$ cat config.mk
export PLATFORM = sky130hd
export DESIGN_NAME = stcTop
export DESIGN_NICKNAME = d
export VERILOG_FILES = /design/src/hdl/stcPkg.sv /design/src/hdl/bitClockGen.sv /design/src/hdl/dacMonitor.sv /design/src/hdl/stcBusBridge.sv /design/src/hdl/stcRegs.sv /design/src/hdl/stcTop.sv
export VERILOG_INCLUDE_DIRS = /design/src /design/src/hdl
export SDC_FILE = /design/constraint.sdc
export NUM_CORES = 1
export LEC_CHECK = 0
export BUFFER_PORTS_ARGS = -buffer_cell sky130_fd_sc_hd__buf_2
export CORE_MARGIN = 5
export CORE_UTILIZATION = 40
export DETAILED_ROUTE_END_ITERATION = 6
export MAX_ROUTING_LAYER = met4
export PLACE_DENSITY_LB_ADDON = 0.2
export SYNTH_ARGS = -nofsm -noshare
export SYNTH_HDL_FRONTEND = slang
export SYNTH_SLANG_ARGS = --single-unit
$ cat constraint.sdc
create_clock -name busClk -period 4.66 [get_ports busClk]
set_input_delay 0.466 -clock busClk [delete_from_list [all_inputs] [get_ports busClk]]
set_output_delay 0.466 -clock busClk [all_outputs]
set_load 0.1 [all_outputs]
$ cat src/hdl/stc_defs.svh
`ifndef STC_DEFS_SVH
`define STC_DEFS_SVH

// Register address width on the host port
`define STC_ADDR_W 13

// Bit period in bits 15:0, spectrum inversion in bit 16
`define STC_CLOCKS_PER_BIT 13'h0040

// Pilot offset in bits 11:0
`define STC_PILOT_OFFSET 13'h0044

// DAC selects in bits 3:0, 11:8 and 19:16
`define STC_DAC_SELECT 13'h0048

// Width of each monitor DAC sample
`define STC_DAC_W 12

`endif

$ cat src/hdl/stcPkg.sv
`default_nettype none

`include "stc_defs.svh"

package stcPkg;

    // Host side request, held stable while req is high
    typedef struct packed {
        logic                     write;
        logic [`STC_ADDR_W-1:0]   addr;
        logic [3:0]               byteEn;
        logic [31:0]              wrData;
    } busReq;

    typedef struct packed {
        logic [31:0] rdData;
    } busRsp;

    // One strobe per host transaction, wrLane is zero for reads
    typedef struct packed {
        logic                     cs;
        logic [3:0]               wrLane;
        logic [`STC_ADDR_W-1:0]   addr;
        logic [31:0]              data;
    } regWrite;

    typedef struct packed {
        logic [15:0]       clocksPerBit;
        logic              spectrumInvert;
        logic [11:0]       pilotOffset;
        logic [2:0][3:0]   dacSel;
    } stcCfg;

    typedef enum logic [1:0] {
        idle,
        access,
        done
    } bridgeState;

    // Codes 4 to 15 are reserved and decode as srcZero
    typedef enum logic [3:0] {
        srcZero       = 4'd0,
        srcBitPhase   = 4'd1,
        srcPilotPhase = 4'd2,
        srcBitStrobe  = 4'd3
    } dacSource;

endpackage

`default_nettype wire

$ cat src/hdl/bitClockGen.sv
`default_nettype none

module bitClockGen (
    input  logic         busClk,
    input  logic         arstN,
    input  logic [15:0]  clocksPerBit,
    output logic         bitStrobe,
    output logic [15:0]  bitPhase
);

    logic wrap;

    // Comparing against the live period lets a shorter one cut the bit short
    always_comb begin
        wrap = (clocksPerBit != 16'd0) && (bitPhase >= clocksPerBit - 16'd1);
    end

    always_ff @(posedge busClk or negedge arstN) begin
        if (!arstN) begin
            bitPhase  <= 16'd0;
            bitStrobe <= 1'b0;
        end else if (clocksPerBit == 16'd0) begin
            // Period of zero parks the counter
            bitPhase  <= 16'd0;
            bitStrobe <= 1'b0;
        end else if (wrap) begin
            bitPhase  <= 16'd0;
            bitStrobe <= 1'b1;
        end else begin
            bitPhase  <= bitPhase + 16'd1;
            bitStrobe <= 1'b0;
        end
    end

endmodule

`default_nettype wire

$ cat src/hdl/dacMonitor.sv
`default_nettype none

`include "stc_defs.svh"

module dacMonitor (
    input  logic                   busClk,
    input  logic                   arstN,
    input  stcPkg::stcCfg          cfg,
    input  logic                   bitStrobe,
    input  logic [15:0]            bitPhase,
    output logic [`STC_DAC_W-1:0]  dac0,
    output logic [`STC_DAC_W-1:0]  dac1,
    output logic [`STC_DAC_W-1:0]  dac2
);

    logic [11:0]                     pilotPhase;
    logic [2:0][`STC_DAC_W-1:0]      dacQ;

    // Decodes one select field into the sample it routes
    function automatic logic [`STC_DAC_W-1:0] pickSource(input logic [3:0] sel);
        stcPkg::dacSource src;
        src = stcPkg::dacSource'(sel);
        case (src)
            stcPkg::srcBitPhase:   pickSource = bitPhase[`STC_DAC_W-1:0];
            stcPkg::srcPilotPhase: pickSource = pilotPhase;
            stcPkg::srcBitStrobe:  pickSource = {`STC_DAC_W{bitStrobe}};
            default:               pickSource = '0;
        endcase
    endfunction

    // Inverted spectrum runs the pilot backwards, wrapping modulo 4096
    always_ff @(posedge busClk or negedge arstN) begin
        if (!arstN) begin
            pilotPhase <= 12'd0;
        end else if (cfg.spectrumInvert) begin
            pilotPhase <= pilotPhase - cfg.pilotOffset;
        end else begin
            pilotPhase <= pilotPhase + cfg.pilotOffset;
        end
    end

    always_ff @(posedge busClk or negedge arstN) begin
        if (!arstN) begin
            dacQ <= '0;
        end else begin
            for (int i = 0; i < 3; i++) begin
                dacQ[i] <= pickSource(cfg.dacSel[i]);
            end
        end
    end

    assign dac0 = dacQ[0];
    assign dac1 = dacQ[1];
    assign dac2 = dacQ[2];

endmodule

`default_nettype wire

$ cat src/hdl/stcBusBridge.sv
`default_nettype none

module stcBusBridge (
    input  logic             busClk,
    input  logic             arstN,
    input  logic             req,
    input  stcPkg::busReq    reqBus,
    output logic             ack,
    output stcPkg::busRsp    rspBus,
    output stcPkg::regWrite  regBus,
    input  logic [31:0]      regRdData
);

    stcPkg::bridgeState state;

    // The register strobe lives for exactly the one access cycle
    always_comb begin
        regBus.cs     = (state == stcPkg::access);
        regBus.wrLane = (state == stcPkg::access && reqBus.write) ? reqBus.byteEn : 4'b0000;
        regBus.addr   = reqBus.addr;
        regBus.data   = reqBus.wrData;
    end

    always_ff @(posedge busClk or negedge arstN) begin
        if (!arstN) begin
            state <= stcPkg::idle;
            ack   <= 1'b0;
        end else begin
            case (state)
                stcPkg::idle: begin
                    if (req) begin
                        state <= stcPkg::access;
                    end
                end
                stcPkg::access: begin
                    state <= stcPkg::done;
                    ack   <= 1'b1;
                end
                stcPkg::done: begin
                    // Host keeps req high to stall, ack holds until it lets go
                    if (!req) begin
                        state <= stcPkg::idle;
                        ack   <= 1'b0;
                    end
                end
                default: begin
                    state <= stcPkg::idle;
                    ack   <= 1'b0;
                end
            endcase
        end
    end

    // Read data is sampled before the bank applies any write of the same access
    always_ff @(posedge busClk) begin
        if (state == stcPkg::access) begin
            rspBus.rdData <= regRdData;
        end
    end

endmodule

`default_nettype wire

$ cat src/hdl/stcRegs.sv
`default_nettype none

`include "stc_defs.svh"

module stcRegs (
    input  logic             busClk,
    input  logic             arstN,
    input  stcPkg::regWrite  regBus,
    output logic [31:0]      rdData,
    output stcPkg::stcCfg    cfg
);

    // All fields update at the edge that ends the access cycle
    always_ff @(posedge busClk or negedge arstN) begin
        if (!arstN) begin
            cfg <= '0;
        end else if (regBus.cs) begin
            // Lane 0
            if (regBus.wrLane[0]) begin
                case (regBus.addr)
                    `STC_CLOCKS_PER_BIT: cfg.clocksPerBit[7:0] <= regBus.data[7:0];
                    `STC_PILOT_OFFSET:   cfg.pilotOffset[7:0] <= regBus.data[7:0];
                    `STC_DAC_SELECT:     cfg.dacSel[0] <= regBus.data[3:0];
                    default: ;
                endcase
            end
            // Lane 1
            if (regBus.wrLane[1]) begin
                case (regBus.addr)
                    `STC_CLOCKS_PER_BIT: cfg.clocksPerBit[15:8] <= regBus.data[15:8];
                    `STC_PILOT_OFFSET:   cfg.pilotOffset[11:8] <= regBus.data[11:8];
                    `STC_DAC_SELECT:     cfg.dacSel[1] <= regBus.data[11:8];
                    default: ;
                endcase
            end
            // Lane 2, lane 3 has no fields behind it
            if (regBus.wrLane[2]) begin
                case (regBus.addr)
                    `STC_CLOCKS_PER_BIT: cfg.spectrumInvert <= regBus.data[16];
                    `STC_DAC_SELECT:     cfg.dacSel[2] <= regBus.data[19:16];
                    default: ;
                endcase
            end
        end
    end

    always_comb begin
        rdData = 32'h0;
        if (regBus.cs) begin
            case (regBus.addr)
                `STC_CLOCKS_PER_BIT: begin
                    rdData = {15'h0, cfg.spectrumInvert, cfg.clocksPerBit};
                end
                `STC_PILOT_OFFSET: begin
                    rdData = {20'h0, cfg.pilotOffset};
                end
                `STC_DAC_SELECT: begin
                    rdData = {
                        12'h0, cfg.dacSel[2],
                        4'h0, cfg.dacSel[1],
                        4'h0, cfg.dacSel[0]
                    };
                end
                default: begin
                    rdData = 32'h0;
                end
            endcase
        end
    end

endmodule

`default_nettype wire

$ cat src/hdl/stcTop.sv
`default_nettype none

`include "stc_defs.svh"

module stcTop (
    input  logic                   busClk,
    input  logic                   arstN,
    input  logic                   req,
    input  stcPkg::busReq          reqBus,
    output logic                   ack,
    output stcPkg::busRsp          rspBus,
    output logic                   bitStrobe,
    output logic [`STC_DAC_W-1:0]  dac0,
    output logic [`STC_DAC_W-1:0]  dac1,
    output logic [`STC_DAC_W-1:0]  dac2
);

    stcPkg::regWrite  regBus;
    stcPkg::stcCfg    cfg;
    logic [31:0]      regRdData;
    logic [15:0]      bitPhase;

    stcBusBridge u_stcBusBridge (
        .busClk    (busClk),
        .arstN     (arstN),
        .req       (req),
        .reqBus    (reqBus),
        .ack       (ack),
        .rspBus    (rspBus),
        .regBus    (regBus),
        .regRdData (regRdData)
    );

    stcRegs u_stcRegs (
        .busClk (busClk),
        .arstN  (arstN),
        .regBus (regBus),
        .rdData (regRdData),
        .cfg    (cfg)
    );

    bitClockGen u_bitClockGen (
        .busClk       (busClk),
        .arstN        (arstN),
        .clocksPerBit (cfg.clocksPerBit),
        .bitStrobe    (bitStrobe),
        .bitPhase     (bitPhase)
    );

    dacMonitor u_dacMonitor (
        .busClk    (busClk),
        .arstN     (arstN),
        .cfg       (cfg),
        .bitStrobe (bitStrobe),
        .bitPhase  (bitPhase),
        .dac0      (dac0),
        .dac1      (dac1),
        .dac2      (dac2)
    );

endmodule

`default_nettype wire

# ---- Yosys cells after proc, flatten, opt, wreduce, memory -nomap -nowiden
# Index checks and enable logic that the tools add are counted.
dict set report totals {
  ff_bits 141
  elab_cells 69
  input_bits 53
  mem_count 0
  latch_bits 0
  output_inout_bits 70
  ramBits 0
  rom_bits 0
}
dict set report classes {
  eq_ne 16
  div 0
  mux 15
  bitwise_logic 1
  multipliers 0
  n_reduce_logical 15
  order_cmp 1
  shifts 0
  addsub 4
}
# cell count
set op_table {}
lappend op_table {{$pmux W12 S3} 3}
lappend op_table {{$pmux W20 S3} 1}
lappend op_table {{$eq A13 B7 Y1 const B} 3}
lappend op_table {{$mux W16} 2}
lappend op_table {{$eq A4 B2 Y1 const B} 6}
lappend op_table {{$reduce_and A3 Y1} 8}
lappend op_table {{$add A16 B1 Y16 const B} 1}
lappend op_table {{$ge A16 B16 Y1} 1}
lappend op_table {{$logic_not A16 Y1} 1}
lappend op_table {{$reduce_bool A16 Y1} 1}
lappend op_table {{$sub A16 B1 Y16 const B} 1}
lappend op_table {{$add A12 B12 Y12} 1}
lappend op_table {{$eq A4 B1 Y1 const B} 3}
lappend op_table {{$mux W12} 1}
lappend op_table {{$sub A12 B12 Y12} 1}
lappend op_table {{$pmux W2 S3} 1}
lappend op_table {{$mux W2} 2}
lappend op_table {{$ne A2 B2 Y1 const B} 2}
lappend op_table {{$reduce_and A2 Y1} 2}
lappend op_table {{$mux W1} 3}
lappend op_table {{$mux W3} 1}
lappend op_table {{$pmux W1 S3} 1}
lappend op_table {{$eq A2 B1 Y1 const B} 1}
lappend op_table {{$eq A2 B2 Y1 const B} 1}
lappend op_table {{3 further kinds} 4}

# ---- Longest topological paths before layout
dict set report depth {
  depth_word 5
  mapped_depth 13
  mapped_depth_nobuf 13
}

# ---- Modules after synthesis
# From an unflattened synthesis, not the netlist that was laid out.
dict set report hier_totals {
  cells_unflattened 639
  area_unflattened_um2 7516.0
}
# mod cells_per_inst area_per_inst_um2 instances
set by_module_without_submodules {}
lappend by_module_without_submodules {dacMonitor 206 2404.8 1}
lappend by_module_without_submodules {stcRegs 187 2257.2 1}
lappend by_module_without_submodules {stcBusBridge 91 1442.6 1}
lappend by_module_without_submodules {bitClockGen 155 1411.4 1}

# ---- Worst setup path after synthesis
# Ideal clock, no wire load.
dict set report synth_timing {
  path_kind {flip-flop to flip-flop}
  from {register u_stcRegs.cfg[36] (netlist name)}
  to {register u_bitClockGen.bitPhase[10]}
  arrival_time_ps 2959
  t_required_ps 4524
  slack_ps 1565
  synth_period_minus_slack_ps 3095
  stages_incl_launch_ff 12
  path_cell_list {dfrtp_1 > or4_1 > or4_1 > nor2_1 > xnor2_1 > ha_1 > nand4_1 > nor2_1 > o211ai_1 > o21ai_1 > clkbuf_1 > nor3_1}
}
dict set report synth_between {
  elab_chain_cells 5
  word_cells_on_any_way 7
  classes_between {add/sub (1); order compare (1); mux (2); reduce/logical (3)}
}
# item line
set synth_lines {}
lappend synth_lines {{$sub A16 B1 Y16} bitClockGen.sv:15} ;# wrap = (clocksPerBit != 16'd0) && (bitPhase >= clocksPerBit - 16'd1);
lappend synth_lines {{$ge A16 B16 Y1} bitClockGen.sv:15}
lappend synth_lines {{$logic_and A1 B1 Y1} bitClockGen.sv:15}
lappend synth_lines {{$mux W16} bitClockGen.sv:26} ;# end else if (wrap) begin
lappend synth_lines {{$mux W16 *} bitClockGen.sv:22} ;# end else if (clocksPerBit == 16'd0) begin
lappend synth_lines {{end signal, assigned} bitClockGen.sv:30} ;# bitPhase <= bitPhase + 16'd1;
lappend synth_lines {{end, declared} bitClockGen.sv:8} ;# output logic [15:0] bitPhase
# Mark *: on every way between the ends. The rest lies on a longest branch, timed or not.
# A chain may end at the register's enable or synchronous reset.

# ---- Worst setup path after layout
dict set report layout_timing {
  from {register u_stcRegs.cfg[28] (netlist name)}
  to {register u_bitClockGen.bitPhase[8]}
}
dict set report layout_between {
  elab_chain_cells 5
  word_cells_on_any_way 7
  classes_between {add/sub (1); order compare (1); mux (2); reduce/logical (3)}
}
# item line
set layout_lines {}
lappend layout_lines {{$sub A16 B1 Y16} bitClockGen.sv:15}
lappend layout_lines {{$ge A16 B16 Y1} bitClockGen.sv:15}
lappend layout_lines {{$logic_and A1 B1 Y1} bitClockGen.sv:15}
lappend layout_lines {{$mux W16} bitClockGen.sv:26}
lappend layout_lines {{$mux W16 *} bitClockGen.sv:22}
# Marks and branches as above.

==> impl_metrics.prom <==
# TYPE chip_impl_metric gauge
chip_impl_info{name="status",value="finished, final reports clean"} 1
chip_impl_metric{name="worst_ep_required_time",unit="ns"} 4.98
chip_impl_metric{name="worst_pin_slew",unit="ns"} 1.20
chip_impl_info{name="cpLargestDelayFamily",value="simple AND/OR/NAND/NOR gates"} 1
chip_impl_metric{name="tritoncts.num_buffers",unit=""} 17
chip_impl_info{name="timing.critical_path.from",value="u_stcRegs.cfg[28]"} 1
chip_impl_metric{name="number_of_flip_flops_and_latches_in_the_synthesized_netlist",unit=""} 129
chip_impl_metric{name="gpl_wtd_cong",unit=""} 0.896
chip_impl_metric{name="critical_path_fanouts_max",unit=""} 16
chip_impl_metric{name="floorplan.die_area",unit="mm²"} 0.0193
chip_impl_info{name="clock_tree_from_tritoncts",value="built"} 1
chip_impl_info{name="timing.critical_path.to",value="u_bitClockGen.bitPhase[8]"} 1
chip_impl_metric{name="placement_rows",unit=""} 47
chip_impl_metric{name="ff_latch_area",unit="mm²"} 0.00333
chip_impl_metric{name="start_util",unit=""} 0.405
chip_impl_metric{name="postPlaceCellArea",unit="mm²"} 0.00732
chip_impl_metric{name="min_period_over_period",unit=""} 0.702
chip_impl_info{name="timing.rr.end",value="u_bitClockGen.bitPhase[8]"} 1
chip_impl_metric{name="postSynthCellCount",unit=""} 611
chip_impl_metric{name="horizontal_extent_of_the_die",unit="µm"} 139
chip_impl_metric{name="grt_start_max_net_pins",unit=""} 70
chip_impl_metric{name="final.fill_count",unit=""} 1532
chip_impl_metric{name="timing.hold.ws",unit="ns"} 0.165
chip_impl_metric{name="drive_above_1_share",unit=""} 0.231
chip_impl_metric{name="fmaxAchievable",unit="GHz"} 0.306
chip_impl_metric{name="post_cts_resized",unit=""} 0
chip_impl_metric{name="post-route-cell-area",unit="mm²"} 0.00794
chip_impl_metric{name="yosys_warnings",unit=""} 0
chip_impl_metric{name="finalCriticalPeriod",unit="ns"} 3.27
chip_impl_metric{name="vias_after_detailed_routing",unit=""} 4980
chip_impl_metric{name="critical_path.max_stage_delay",unit="ns"} 0.59
chip_impl_metric{name="avgViaCountPerCell",unit=""} 5.30
chip_impl_metric{name="r2r.worst_path.cells",unit=""} 9
chip_impl_metric{name="timing.critical_path.buf_inv",unit=""} 0
chip_impl_metric{name="clk_pin_slew",unit="ns"} 0.05
chip_impl_metric{name="die_ht",unit="µm"} 139
chip_impl_metric{name="clock_tree.buffer_depth",unit=""} 2
chip_impl_info{name="criticalPathCategory",value="reg2reg"} 1
chip_impl_metric{name="synth_sequential_area_ratio",unit=""} 0.500
chip_impl_info{name="timing.rr.start",value="u_stcRegs.cfg[28]"} 1
chip_impl_metric{name="max_cap_violations",unit=""} 0
chip_impl_metric{name="detailed_routing_iterations_pass_1",unit=""} 5
chip_impl_metric{name="vdd_ir_drop_max",unit="µV"} 364
chip_impl_metric{name="placedCellCount",unit=""} 908
chip_impl_metric{name="diodes",unit=""} 0
chip_impl_metric{name="grt_total_ovfl",unit=""} 0
chip_impl_metric{name="timing.slew.headroom",unit=""} 0.195
chip_impl_metric{name="synthDistinctLibCells",unit=""} 59
chip_impl_metric{name="postRouteAntennaNets",unit=""} 0
chip_impl_metric{name="detailed_place_hpwl",unit="µm"} 12200
chip_impl_metric{name="timing.reg2reg.setup_slack",unit="ns"} 1.39
chip_impl_metric{name="finalHoldViolCount",unit=""} 0
chip_impl_metric{name="design.final.nets",unit=""} 792
chip_impl_metric{name="grt_pass1_wl",unit="µm"} 26300
chip_impl_metric{name="ys_async_sr_fraction",unit=""} 0.845
chip_impl_metric{name="route.final.wire_length",unit="µm"} 16400
chip_impl_metric{name="drc",unit=""} 0
chip_impl_info{name="timing.hold.worst.class",value="in2async"} 1
chip_impl_metric{name="design.portCount",unit=""} 123
chip_impl_metric{name="multi_input_gate_area",unit="mm²"} 0.00312
chip_impl_metric{name="post_synth.cell_area_avg",unit="µm²"} 10.9
chip_impl_info{name="endpoint_kind",value="flop"} 1
chip_impl_metric{name="fin_util",unit=""} 0.482
chip_impl_metric{name="static-leakage-power",unit="nW"} 3.97
chip_impl_metric{name="setup-violations-final",unit=""} 0
chip_impl_info{name="crit_path_top_delay_cell",value="sky130_fd_sc_hd__nor4_1"} 1
chip_impl_metric{name="grt_pass1_vias",unit=""} 4996
chip_impl_metric{name="globalRouteTotalUtil",unit=""} 0.178
chip_impl_metric{name="core_area",unit="mm²"} 0.0165
chip_impl_metric{name="timing.final.max_slew_violations",unit=""} 0
chip_impl_info{name="path_cells",value="nor4_1 > nand2_1 > nor4_1 > xnor2_1 > ha_1 > a21oi_1 > a21oi_1 > or3_1 > nor3_1"} 1
chip_impl_metric{name="stdcell_count",unit=""} 940
chip_impl_metric{name="number_of_clock_sinks",unit=""} 129
chip_impl_info{name="synth_flop_cell",value="sky130_fd_sc_hd__dfrtp_1"} 1
chip_impl_info{name="grt_setup_unrepaired",value="no"} 1
chip_impl_metric{name="first_iter_violations",unit=""} 393
chip_impl_metric{name="path_depth",unit=""} 9
chip_impl_metric{name="clock_latency",unit="ns"} 0.42
chip_impl_metric{name="grt_antenna_before_repair",unit=""} 0
chip_impl_metric{name="holdBufCountCts",unit=""} 0
chip_impl_metric{name="arrival_time_of_the_worst_setup_path",unit="ns"} 3.59
chip_impl_info{name="startpoint_type",value="flop"} 1
chip_impl_info{name="layout_commonest_cell",value="sky130_fd_sc_hd__dfrtp_1"} 1
chip_impl_metric{name="routed_wire_length_per_instance",unit="µm"} 17.4
chip_impl_metric{name="clock-skew-final",unit="ns"} 0.00684
chip_impl_metric{name="setup_total_negative_slack",unit="ns"} 0
chip_impl_info{name="cts.root.buffer_cell",value="sky130_fd_sc_hd__clkbuf_16"} 1
chip_impl_metric{name="power.density_cell_area",unit="mW/mm²"} 442
chip_impl_metric{name="htree_levels",unit=""} 4
chip_impl_metric{name="layout-area-overhead-vs-synth",unit="%"} 19.1
chip_impl_metric{name="place.port_buffers",unit=""} 97
chip_impl_info{name="layout.cells.most_common_list",value="sky130_fd_sc_hd__dfrtp_1 (109), sky130_fd_sc_hd__buf_2 (96), sky130_fd_sc_hd__nand2_1 (78)"} 1
chip_impl_metric{name="post-cts-setup-buffers",unit=""} 0
chip_impl_metric{name="post_synth_edffs",unit=""} 20
chip_impl_metric{name="post_synth_instance_area",unit="mm²"} 0.00666
==> per-layer routing <==
| layer | wire, µm | global-route usage |
|---|---|---|
| met2 | 8080 | 0.286 |
| met5 | 0 | - |
| met4 | 337 | 0.0654 |
| met1 | 6880 | 0.215 |
| met3 | 1070 | 0.0479 |
==> synth_stat cells, types with 4 or more instances <==
cell type	n	area [µm²]
sky130_fd_sc_hd__a211oi_1	4	30.0
sky130_fd_sc_hd__a21o_1	9	67.6
sky130_fd_sc_hd__a21oi_1	16	80.1
sky130_fd_sc_hd__a221o_1	12	120
sky130_fd_sc_hd__a22o_1	5	43.8
sky130_fd_sc_hd__a22oi_1	6	45.0
sky130_fd_sc_hd__and2_1	8	50.1
sky130_fd_sc_hd__and3_1	4	25.0
sky130_fd_sc_hd__buf_4	12	90.1
sky130_fd_sc_hd__clkbuf_1	20	75.1
sky130_fd_sc_hd__dfrtp_1	109	2730
sky130_fd_sc_hd__edfxtp_1	20	601
sky130_fd_sc_hd__ha_1	31	388
sky130_fd_sc_hd__inv_1	17	63.8
sky130_fd_sc_hd__mux2_1	25	282
sky130_fd_sc_hd__mux2_4	16	240
sky130_fd_sc_hd__nand2_1	78	293
sky130_fd_sc_hd__nand3_1	33	165
sky130_fd_sc_hd__nand4_1	10	62.6
sky130_fd_sc_hd__nor2_1	39	146
sky130_fd_sc_hd__nor2b_1	5	31.3
sky130_fd_sc_hd__nor3_1	26	130
sky130_fd_sc_hd__nor4_1	5	31.3
sky130_fd_sc_hd__o21ai_0	6	30.0
sky130_fd_sc_hd__xnor2_1	32	280
sky130_fd_sc_hd__xor2_1	14	123
==> per-stage QoR <==
stage	power, mW	worst slack (ns)
6_report	3.50	1.39
5_1_grt	3.65	1.08
4_1_cts	3.53	1.37
3_5_place_dp	2.16	1.38
3_3_place_gp	2.14	1.55
2_1_floorplan	1.99	1.57
==> cell type report <==
type	count	share of cell area
Clock buffer	19	0.0571
Clock inverter	13	0.0200
Inverter	17	0.00804
Multi-Input combinational cell	439	0.394
Sequential cell	129	0.419
Tap cell	220	0.0347
Timing Repair Buffer	103	0.0672
==> sequential cells by signal (all words and copies together) (netlist names) <==
signal and count:
u_dacMonitor.dac0 12, u_stcRegs.cfg 41, u_dacMonitor.pilotPhase 12, u_dacMonitor.dac2 12
u_bitClockGen.bitPhase 16, u_stcBusBridge.rspBus 20, u_bitClockGen.bitStrobe 1, u_stcBusBridge.state 2
u_stcBusBridge.ack 1, u_dacMonitor.dac1 12
==> worst min path at each step <==
| stage | endpoint | depth (start not counted) | from |
|---|---|---|---|
| 6_report | u_dacMonitor.pilotPhase[1] | 1 | arstN |
| 3_5_place_dp | u_stcBusBridge.state[0] | 1 | u_stcBusBridge.state[1] |
| 2_1_floorplan | u_bitClockGen.bitPhase[0] | 0 | arstN |
| 5_1_grt | u_dacMonitor.pilotPhase[4] | 1 | arstN |
| 3_3_place_gp | u_stcBusBridge.state[0] | 1 | u_stcBusBridge.state[1] |
| 4_1_cts | u_dacMonitor.pilotPhase[2] | 1 | arstN |
==> cells by family after synthesis <==
logic type	count (synthesis)	synth area share
xor gates and xnor gates	46	0.0605
AOI/OAI and AO/OA	71	0.0785
buffers and inverters	54	0.0389
DFF	129	0.500
and+or+nand+nor	236	0.181
other	1	0.000563
adders and majority gates	32	0.0612
muxes	42	0.0798
==> power breakdown <==
group / leakage, nW / switching, mW / internal (mW) / total (mW)
combinational: 1.98 / 0.596 / 0.213 / 0.809
sequential: 1.69 / 0.0878 / 1.25 / 1.34
clock: 0.303 / 0.491 / 0.868 / 1.36
total: 3.97 / 1.17 / 2.33 / 3.50
==> worst register-to-register path, cell delays in order, from the launching register on <==
cell	delay [ns]
sky130_fd_sc_hd__dfrtp_1	0.45
sky130_fd_sc_hd__nor4_1	0.59
sky130_fd_sc_hd__nand2_1	0.27
sky130_fd_sc_hd__nor4_1	0.32
sky130_fd_sc_hd__xnor2_1	0.17
sky130_fd_sc_hd__ha_1	0.28
sky130_fd_sc_hd__a21oi_1	0.13
sky130_fd_sc_hd__a21oi_1	0.10
sky130_fd_sc_hd__or3_1	0.57
sky130_fd_sc_hd__nor3_1	0.31
Note: power is estimated with default switching activity, not from simulation.
